File: config.mk
export PLATFORM = sky130hd
export DESIGN_NAME = graph_fetch
export DESIGN_NICKNAME = d
export VERILOG_FILES = /design/src/graph_pkg.sv /design/src/fetch_ctrl.sv /design/src/graph_fetch.sv /design/src/read_issuer.sv /design/src/sync_fifo.sv
export SDC_FILE = /design/constraint.sdc
export NUM_CORES = 1
export LEC_CHECK = 0
export BUFFER_PORTS_ARGS = -buffer_cell sky130_fd_sc_hd__buf_4
export CAP_MARGIN = 20
export CORE_MARGIN = 2
export CORE_UTILIZATION = 55
export DETAILED_ROUTE_END_ITERATION = 8
export GPL_TIMING_DRIVEN = 1
export PLACE_DENSITY = 0.75
export SYNTH_ARGS = -nofsm -noshare
export SYNTH_HDL_FRONTEND = slang
export SYNTH_SLANG_ARGS = --single-unit
File: constraint.sdc
create_clock -name clk_in -period 5.64 [get_ports clk_in]
set_input_delay 0.564 -clock clk_in [delete_from_list [all_inputs] [get_ports clk_in]]
set_output_delay 0.564 -clock clk_in [all_outputs]
set_load 0.005 [all_outputs]
File: src/graph_pkg.sv
package graph_pkg;

  // bus and word widths
  localparam int ADDR_W = 32;
  localparam int DATA_W = 32;

  // attribute words per vertex record
  localparam int DIM = 2;

  // fifo depths, these bound the reads in flight on each port
  localparam int NEIGH_DEPTH = 8;
  localparam int ATTR_DEPTH = 4;

  // longer neighbor lists are cut off here
  localparam int NEIGH_MAX = 64;

  localparam int IDX_W = 4;
  localparam int CNT_W = 7;

  // axi4-lite read address channel payload
  typedef struct packed {
    logic [ADDR_W-1:0] addr;
    logic [2:0]        prot;
  } axil_ar_t;

  // axi4-lite read data channel payload
  typedef struct packed {
    logic [DATA_W-1:0] data;
    logic [1:0]        resp;
  } axil_r_t;

  typedef struct packed {
    logic [ADDR_W-1:0] addr;
  } fetch_req_t;

  // attribute word tagged with its position in the record
  typedef struct packed {
    logic [IDX_W-1:0]  idx;
    logic [DATA_W-1:0] data;
  } attr_beat_t;

  typedef struct packed {
    logic [CNT_W-1:0] count;
    logic             error;
  } fetch_status_t;

endpackage

File: src/fetch_ctrl.sv
module fetch_ctrl (
  input  logic                         clk_in,
  input  logic                         rst_in,
  input  logic                         req_valid,
  output logic                         req_ready,
  input  graph_pkg::fetch_req_t        req,
  output logic                         attr_start,
  output logic [graph_pkg::ADDR_W-1:0] attr_base,
  output logic                         neigh_start,
  output logic [graph_pkg::ADDR_W-1:0] neigh_base,
  input  logic                         attr_done,
  input  logic                         attr_error,
  input  logic                         neigh_done,
  input  logic [graph_pkg::CNT_W-1:0]  neigh_count,
  input  logic                         neigh_error,
  output logic                         status_valid,
  input  logic                         status_ready,
  output graph_pkg::fetch_status_t     status
);

  typedef enum logic [1:0] {
    S_IDLE,
    S_FETCH,
    S_REPORT
  } state_t;

  state_t                        state;
  logic                          accept;
  logic                          attr_seen;
  logic                          neigh_seen;
  logic                          attr_fin;
  logic                          neigh_fin;
  logic                          attr_err_q;
  logic                          neigh_err_q;
  logic [graph_pkg::CNT_W-1:0]   count_q;

  assign req_ready = (state == S_IDLE);
  assign accept = req_valid && req_ready;

  // both issuers start in the accept cycle so reads go out on the next one
  assign attr_start = accept;
  assign neigh_start = accept;

  // header word at the base is skipped
  assign attr_base = req.addr + graph_pkg::ADDR_W'(1);
  assign neigh_base = req.addr + graph_pkg::ADDR_W'(1 + graph_pkg::DIM);

  // done pulses can arrive in either order, or together
  assign attr_fin = attr_seen || attr_done;
  assign neigh_fin = neigh_seen || neigh_done;

  assign status_valid = (state == S_REPORT);

  always_comb begin
    status.count = count_q;
    status.error = attr_err_q || neigh_err_q;
  end

  always_ff @(posedge clk_in) begin
    if (neigh_done) begin
      count_q <= neigh_count;
    end
  end

  always_ff @(posedge clk_in) begin
    if (rst_in) begin
      state <= S_IDLE;
      attr_seen <= 1'b0;
      neigh_seen <= 1'b0;
      attr_err_q <= 1'b0;
      neigh_err_q <= 1'b0;
    end else begin
      case (state)
        S_IDLE: begin
          if (accept) begin
            attr_seen <= 1'b0;
            neigh_seen <= 1'b0;
            attr_err_q <= 1'b0;
            neigh_err_q <= 1'b0;
            state <= S_FETCH;
          end
        end
        S_FETCH: begin
          if (attr_done) begin
            attr_seen <= 1'b1;
            attr_err_q <= attr_error;
          end
          if (neigh_done) begin
            neigh_seen <= 1'b1;
            neigh_err_q <= neigh_error;
          end
          if (attr_fin && neigh_fin) begin
            state <= S_REPORT;
          end
        end
        S_REPORT: begin
          // hold the status until the consumer takes it
          if (status_ready) begin
            state <= S_IDLE;
          end
        end
        default: begin
          state <= S_IDLE;
        end
      endcase
    end
  end

endmodule

File: src/graph_fetch.sv
module graph_fetch (
  input  logic                         clk_in,
  input  logic                         rst_in,
  // vertex requests
  input  logic                         req_valid,
  output logic                         req_ready,
  input  graph_pkg::fetch_req_t        req,
  // attribute and neighbor streams
  output logic                         attr_valid,
  input  logic                         attr_ready,
  output graph_pkg::attr_beat_t        attr,
  output logic                         neigh_valid,
  input  logic                         neigh_ready,
  output logic [graph_pkg::DATA_W-1:0] neigh,
  // completion
  output logic                         status_valid,
  input  logic                         status_ready,
  output graph_pkg::fetch_status_t     status,
  // attribute memory port
  output logic                         attr_mem_arvalid,
  input  logic                         attr_mem_arready,
  output graph_pkg::axil_ar_t          attr_mem_ar,
  input  logic                         attr_mem_rvalid,
  output logic                         attr_mem_rready,
  input  graph_pkg::axil_r_t           attr_mem_r,
  // neighbor memory port
  output logic                         neigh_mem_arvalid,
  input  logic                         neigh_mem_arready,
  output graph_pkg::axil_ar_t          neigh_mem_ar,
  input  logic                         neigh_mem_rvalid,
  output logic                         neigh_mem_rready,
  input  graph_pkg::axil_r_t           neigh_mem_r
);

  logic                                          attr_start;
  logic [graph_pkg::ADDR_W-1:0]                  attr_base;
  logic                                          attr_done;
  logic                                          attr_error;
  logic                                          attr_push;
  graph_pkg::attr_beat_t                         attr_push_data;
  logic [$clog2(graph_pkg::ATTR_DEPTH+1)-1:0]    attr_fill;

  logic                                          neigh_start;
  logic [graph_pkg::ADDR_W-1:0]                  neigh_base;
  logic                                          neigh_done;
  logic [graph_pkg::CNT_W-1:0]                   neigh_count;
  logic                                          neigh_error;
  logic                                          neigh_push;
  graph_pkg::attr_beat_t                         neigh_push_data;
  logic [$clog2(graph_pkg::NEIGH_DEPTH+1)-1:0]   neigh_fill;

  fetch_ctrl i_fetch_ctrl (
    .clk_in       (clk_in),
    .rst_in       (rst_in),
    .req_valid    (req_valid),
    .req_ready    (req_ready),
    .req          (req),
    .attr_start   (attr_start),
    .attr_base    (attr_base),
    .neigh_start  (neigh_start),
    .neigh_base   (neigh_base),
    .attr_done    (attr_done),
    .attr_error   (attr_error),
    .neigh_done   (neigh_done),
    .neigh_count  (neigh_count),
    .neigh_error  (neigh_error),
    .status_valid (status_valid),
    .status_ready (status_ready),
    .status       (status)
  );

  // fixed length record, no terminator
  read_issuer #(
    .DEPTH        (graph_pkg::ATTR_DEPTH),
    .MAX_WORDS    (graph_pkg::DIM),
    .STOP_ON_ZERO (1'b0)
  ) attr_issuer (
    .clk_in     (clk_in),
    .rst_in     (rst_in),
    .start      (attr_start),
    .base       (attr_base),
    .ar_valid   (attr_mem_arvalid),
    .ar_ready   (attr_mem_arready),
    .ar         (attr_mem_ar),
    .r_valid    (attr_mem_rvalid),
    .r_ready    (attr_mem_rready),
    .r          (attr_mem_r),
    .push       (attr_push),
    .push_data  (attr_push_data),
    .fifo_count (attr_fill),
    .done       (attr_done),
    .word_count (),
    .error      (attr_error)
  );

  read_issuer #(
    .DEPTH        (graph_pkg::NEIGH_DEPTH),
    .MAX_WORDS    (graph_pkg::NEIGH_MAX),
    .STOP_ON_ZERO (1'b1)
  ) neigh_issuer (
    .clk_in     (clk_in),
    .rst_in     (rst_in),
    .start      (neigh_start),
    .base       (neigh_base),
    .ar_valid   (neigh_mem_arvalid),
    .ar_ready   (neigh_mem_arready),
    .ar         (neigh_mem_ar),
    .r_valid    (neigh_mem_rvalid),
    .r_ready    (neigh_mem_rready),
    .r          (neigh_mem_r),
    .push       (neigh_push),
    .push_data  (neigh_push_data),
    .fifo_count (neigh_fill),
    .done       (neigh_done),
    .word_count (neigh_count),
    .error      (neigh_error)
  );

  sync_fifo #(
    .T     (graph_pkg::attr_beat_t),
    .DEPTH (graph_pkg::ATTR_DEPTH)
  ) attr_fifo (
    .clk_in    (clk_in),
    .rst_in    (rst_in),
    .push      (attr_push),
    .push_data (attr_push_data),
    .pop_valid (attr_valid),
    .pop_ready (attr_ready),
    .pop_data  (attr),
    .count     (attr_fill)
  );

  // neighbor words carry no index
  sync_fifo #(
    .T     (logic [graph_pkg::DATA_W-1:0]),
    .DEPTH (graph_pkg::NEIGH_DEPTH)
  ) neigh_fifo (
    .clk_in    (clk_in),
    .rst_in    (rst_in),
    .push      (neigh_push),
    .push_data (neigh_push_data.data),
    .pop_valid (neigh_valid),
    .pop_ready (neigh_ready),
    .pop_data  (neigh),
    .count     (neigh_fill)
  );

endmodule

File: src/read_issuer.sv
module read_issuer #(
  parameter int DEPTH = 8,
  parameter int MAX_WORDS = 64,
  parameter bit STOP_ON_ZERO = 1'b1
) (
  input  logic                              clk_in,
  input  logic                              rst_in,
  input  logic                              start,
  input  logic [graph_pkg::ADDR_W-1:0]      base,
  output logic                              ar_valid,
  input  logic                              ar_ready,
  output graph_pkg::axil_ar_t               ar,
  input  logic                              r_valid,
  output logic                              r_ready,
  input  graph_pkg::axil_r_t                r,
  output logic                              push,
  output graph_pkg::attr_beat_t             push_data,
  input  logic [$clog2(DEPTH+1)-1:0]        fifo_count,
  output logic                              done,
  output logic [graph_pkg::CNT_W-1:0]       word_count,
  output logic                              error
);

  localparam int OCNT_W = $clog2(DEPTH + 1);

  logic                          active;
  logic                          stopped;
  logic                          ar_hold;
  logic [graph_pkg::ADDR_W-1:0]  addr;
  logic [graph_pkg::CNT_W-1:0]   issued;
  logic [OCNT_W-1:0]             outstanding;
  logic [graph_pkg::IDX_W-1:0]   rx_idx;
  logic [OCNT_W:0]               credit_used;
  logic                          limit_hit;
  logic                          issue;
  logic                          resp;
  logic                          resp_err;
  logic                          resp_zero;
  logic                          stop_next;
  logic [OCNT_W-1:0]             out_next;
  logic [graph_pkg::CNT_W-1:0]   issued_next;
  logic                          finish;

  // reads in flight plus words waiting in the fifo must fit the fifo
  assign credit_used = {1'b0, outstanding} + {1'b0, fifo_count};
  assign limit_hit = (issued == graph_pkg::CNT_W'(MAX_WORDS));

  // a read already on the bus stays valid until taken, even after a stop
  assign ar_valid = active && (ar_hold ||
                    (!stopped && !limit_hit && credit_used < (OCNT_W + 1)'(DEPTH)));
  assign ar.addr = addr;
  assign ar.prot = 3'b000;
  assign issue = ar_valid && ar_ready;

  assign r_ready = 1'b1;
  assign resp = active && r_valid;
  assign resp_err = (r.resp != 2'b00);
  assign resp_zero = STOP_ON_ZERO && (r.data == '0);

  // words behind the terminator are dropped
  assign push = resp && !stopped && !resp_err && !resp_zero;
  assign push_data.idx = rx_idx;
  assign push_data.data = r.data;

  assign stop_next = stopped || (resp && !resp_err && resp_zero);
  assign issued_next = issued + graph_pkg::CNT_W'(issue);

  always_comb begin
    out_next = outstanding;
    if (issue && !resp) begin
      out_next = outstanding + OCNT_W'(1);
    end else if (resp && !issue) begin
      out_next = outstanding - OCNT_W'(1);
    end
  end

  // nothing left to issue and the last response just came in
  assign finish = active && (out_next == '0) && !(ar_valid && !ar_ready) &&
                  (stop_next || issued_next == graph_pkg::CNT_W'(MAX_WORDS));

  always_ff @(posedge clk_in) begin
    if (start) begin
      addr <= base;
    end else if (issue) begin
      addr <= addr + graph_pkg::ADDR_W'(1);
    end
  end

  always_ff @(posedge clk_in) begin
    if (rst_in) begin
      active <= 1'b0;
      stopped <= 1'b0;
      ar_hold <= 1'b0;
      issued <= '0;
      outstanding <= '0;
      rx_idx <= '0;
      word_count <= '0;
      error <= 1'b0;
      done <= 1'b0;
    end else begin
      done <= finish;
      if (start) begin
        active <= 1'b1;
        stopped <= 1'b0;
        ar_hold <= 1'b0;
        issued <= '0;
        outstanding <= '0;
        rx_idx <= '0;
        word_count <= '0;
        error <= 1'b0;
      end else if (active) begin
        ar_hold <= ar_valid && !ar_ready;
        stopped <= stop_next;
        issued <= issued_next;
        outstanding <= out_next;
        if (resp) begin
          rx_idx <= rx_idx + graph_pkg::IDX_W'(1);
        end
        if (push) begin
          word_count <= word_count + graph_pkg::CNT_W'(1);
        end
        if (resp && !stopped && resp_err) begin
          error <= 1'b1;
        end
        if (finish) begin
          active <= 1'b0;
        end
      end
    end
  end

endmodule

File: src/sync_fifo.sv
module sync_fifo #(
  parameter type T = logic [31:0],
  parameter int DEPTH = 8
) (
  input  logic                       clk_in,
  input  logic                       rst_in,
  input  logic                       push,
  input  T                           push_data,
  output logic                       pop_valid,
  input  logic                       pop_ready,
  output T                           pop_data,
  output logic [$clog2(DEPTH+1)-1:0] count
);

  localparam int PTR_W = (DEPTH > 1) ? $clog2(DEPTH) : 1;
  localparam int CNT_BITS = $clog2(DEPTH + 1);

  T mem [DEPTH];

  logic [PTR_W-1:0] wr_ptr;
  logic [PTR_W-1:0] rd_ptr;
  logic             pop;

  // push is never issued into a full fifo, the issuer reserves space first
  assign pop_valid = (count != '0);
  assign pop = pop_valid && pop_ready;
  assign pop_data = mem[rd_ptr];

  always_ff @(posedge clk_in) begin
    if (push) begin
      mem[wr_ptr] <= push_data;
    end
  end

  always_ff @(posedge clk_in) begin
    if (rst_in) begin
      wr_ptr <= '0;
      rd_ptr <= '0;
      count <= '0;
    end else begin
      if (push) begin
        wr_ptr <= (wr_ptr == PTR_W'(DEPTH - 1)) ? '0 : wr_ptr + PTR_W'(1);
      end
      if (pop) begin
        rd_ptr <= (rd_ptr == PTR_W'(DEPTH - 1)) ? '0 : rd_ptr + PTR_W'(1);
      end
      // simultaneous push and pop leaves the count alone
      if (push && !pop) begin
        count <= count + CNT_BITS'(1);
      end else if (pop && !push) begin
        count <= count - CNT_BITS'(1);
      end
    end
  end

endmodule

==> flow_summary.json <==
{
  "critical_path_peak_fanout": 46,
  "detailed_place.area_um2": 25800,
  "min_delay_path_depth": 1,
  "vias": 13500,
  "synth.top_cells.by_area": "sky130_fd_sc_hd__edfxtp_1, sky130_fd_sc_hd__mux4_2, sky130_fd_sc_hd__dfxtp_1, sky130_fd_sc_hd__xor2_1, sky130_fd_sc_hd__xnor2_1",
  "ctsHoldBuffers": 0,
  "reg_to_reg_end": "neigh_issuer.active",
  "dp_hpwl_mm": 30.7,
  "detailedPlace.worstSlack_ps": 1920,
  "vdd_drop_max_mv": 0.284,
  "r2r_setup_slack_ps": 2200,
  "setup.worst_path.end_class": "output port",
  "grt_start_max_net_pins": 57,
  "post_drt_via_cell_ratio": 5.76,
  "yosysMostFrequentCell": "sky130_fd_sc_hd__edfxtp_1",
  "cts_max_path_buffers": 3,
  "worstPathRequired_ps": 5080,
  "start_kind": "flop",
  "status": "complete, no violations",
  "wl_per_cell_um": 20.8,
  "antenna-diode-count": 0,
  "finalSetupTns_ps": 0,
  "cellLeakagePower_nw": 9.48,
  "post-route-period-util_pct": 65.5,
  "synth.cells.most_frequent": "sky130_fd_sc_hd__edfxtp_1, sky130_fd_sc_hd__nor2_1, sky130_fd_sc_hd__mux4_2, sky130_fd_sc_hd__nand2_1, sky130_fd_sc_hd__dfxtp_1",
  "reg2reg_from": "neigh_issuer.issued[3]",
  "yosys.area.top_type": "sky130_fd_sc_hd__edfxtp_1",
  "worstHoldStart": "attr_mem_r[19]",
  "areaGrowthSynthToFinish_pct": 18.6,
  "ys_types": 65,
  "power_per_cell_area_nw_per_um2": 357,
  "synth-seq-cells": 540,
  "max_slew.worst_pin.slew_ps": 973,
  "timing.final.setup_violations": 0,
  "via_count_of_the_first_global_routing_pass": 13600,
  "yosys_warnings": 0,
  "cts_htree_levels": 2,
  "post_cts.repair.setup_buffers": 0,
  "firstDrtPassIters": 5,
  "port_buffers": 255,
  "insertion_delay_ps": 620,
  "critPathArrivalTime_ps": 3130,
  "rows": 75,
  "grt_antenna_before_repair": 1,
  "async_reset_ff_share_pct": 0,
  "worst-r2r-cell-count": 13,
  "worst_hold_path_type": "input port to flop",
  "synth_area_per_inst_um2": 15.6,
  "max_slew_violation_total_from_the_final_report": 0,
  "place_congestion": 0.853,
  "cts_made_buffers": 54,
  "fp.dieW_um": 209,
  "grt.overflow.total": 0,
  "clk_pin_slew_worst_paths_ps": 60,
  "clkSinkCount": 540,
  "synth.top_cell.area_share_pct": 60.9,
  "max_slew_margin_pct": 35.2,
  "cap_violations": 0,
  "layout.filler_cells": 2881,
  "grt_setup_unrepaired": "false",
  "design_area_um2": 27500,
  "tritoncts": "done",
  "timing_limited_maximum_frequency_ghz": 0.271,
  "finalHoldWorstSlack_ps": 157,
  "drc_viols": 0,
  "layout-drive-gt1-share_pct": 29.0,
  "boundaryPins": 264,
  "core_um2": 41900,
  "final_worst_path_period_need_ps": 3690,
  "setup_slack_of_the_critical_path_after_layout_ps": 1950,
  "number_of_flops_mapped_to_enable_cells_by_yosys": 471,
  "ctsResizeCount": 0,
  "synth_cells": 1493,
  "worst-setup-path-type": "flop to output port",
  "grt_pass1_wl_mm": 75.8,
  "clock-skew-final_ps": 38.5,
  "ys_seq_area_share_pct": 66.9,
  "clockRootBuffer": "sky130_fd_sc_hd__clkbuf_16",
  "final_hold_viol_count": 0,
  "finalPower_mw": 9.82,
  "grt_util_all_layers_pct": 22.3,
  "yosys_most_used_dff": "sky130_fd_sc_hd__edfxtp_1",
  "initial_utilization_pct": 55.5,
  "syn_area_um2": 23200,
  "design.die.area_um2": 43900,
  "die_h_um": 209,
  "detail_route.wirelength_mm": 48.7,
  "route.antenna.remaining_nets": 0,
  "num-nets-final": 1907,
  "drt_iter0_markers": 1057,
  "worst_hold_path.endpoint": "attr_fifo.mem[1][17]"
}
-- state kept, by name (all words and copies together), names as in the netlist, 2 cells and up, named ones only --
| signal | count |
|---|---|
| neigh_issuer.issued | 7 |
| attr_fifo.rd_ptr | 2 |
| neigh_fifo.rd_ptr | 3 |
| attr_fifo.wr_ptr | 2 |
| neigh_fifo.wr_ptr | 3 |
| neigh_issuer.outstanding | 4 |
| attr_issuer.outstanding | 3 |
| attr_issuer.issued | 7 |
| attr_issuer.addr | 32 |
| neigh_issuer.word_count | 7 |
| i_fetch_ctrl.count_q | 7 |
| attr_fifo.mem | 144 |
| neigh_fifo.count | 4 |
| neigh_fifo.mem | 256 |
| i_fetch_ctrl.state | 2 |
| attr_issuer.rx_idx | 4 |
| neigh_issuer.addr | 32 |
| attr_fifo.count | 3 |
-- stage by stage --
step	utilization (%)	cells
3_3_place_gp	61.5	2246
5_1_grt	65.8	2345
2_1_floorplan	-	1499
6_report	65.8	2345
4_1_cts	65.7	2344
3_5_place_dp	61.5	2246
-- layout by cell type, fill, tap and decap left out, drive strengths merged, types with 3 or more instances in the layout --
cell type,instances
a21oi,47
a22oi,4
a31oi,7
a41oi,3
and2,11
and3,22
buf,279
clkbuf,73
clkinv,19
conb,8
dfxtp,69
edfxtp,471
ha,31
inv,24
mux2,34
mux2i,42
mux4,100
nand2,101
nand2b,8
nand3,58
nand3b,3
nand4,20
nor2,114
nor2b,3
nor3,22
nor3b,13
nor4,17
o21ai,37
or2,3
or3,9
xnor2,61
xor2,62
-- area by class of cell --
| type | instances | area [um2] | area share (%) |
|---|---|---|---|
| Clock buffer | 73 | 1550 | 5.62 |
| Timing Repair Buffer | 279 | 2110 | 7.65 |
| Clock inverter | 25 | 215 | 0.782 |
| Inverter | 22 | 82.6 | 0.300 |
| Multi-Input combinational cell | 867 | 7380 | 26.8 |
| Sequential cell | 540 | 15500 | 56.4 |
| Tap cell | 539 | 674 | 2.45 |
-- worst max-delay path, cell delays in order (launching register included) --
cell                      delay [ps]
sky130_fd_sc_hd__dfxtp_4         990
sky130_fd_sc_hd__buf_4           500
sky130_fd_sc_hd__mux4_2          550
sky130_fd_sc_hd__mux2_2          310
sky130_fd_sc_hd__buf_4           150
-- cells by family (layout without fill, tap and decap cells) --
kind of cell    Yosys count  count (layout)  synth area share, %
buf+inv                  92             399                 1.69
xor+xnor                123             123                 4.64
fa+ha+maj                33              33                 1.84
simple gates            413             413                 8.93
mux                     176             176                 13.2
flops                   540             540                 66.9
other cells               2               8               0.0323
compound gates          114             114                 2.85
-- worst max-delay path by stage --
| stage | from | to | slack (ps) | depth (start not counted) |
|---|---|---|---|---|
| after CTS | flop | neigh[14] | 1820 | 4 |
| after detailed placement | neigh_mem_r[4] | neigh_fifo.count[3] | 1920 | 14 |
| after global routing | flop | neigh[14] | 1670 | 4 |
| final | flop | neigh[14] | 1950 | 4 |
| after floorplan | neigh_mem_rvalid | neigh_fifo.mem[5][0] | 920 | 6 |
| after global placement | neigh_mem_r[4] | neigh_fifo.count[3] | 1950 | 14 |
-- layer usage --
metal / GRT usage, % / part of all wire [%] / vias to the layer above
met4: 5.94 / 2.1 / 2
met3: 6.19 / 7.6 / 68
met5: 0 / 0.027 / -
li1: - / - / 6250
met2: 36.6 / 49 / 378
met1: 29.6 / 41 / 6811
-- where the power goes --
| group | total [mW] | switching [mW] | internal, mW |
|---|---|---|---|
| Sequential | 4.69 | 0.195 | 4.49 |
| Clock | 3.52 | 1.50 | 2.02 |
| Combinational | 1.61 | 0.714 | 0.900 |
(Power assumes the default switching activity.)
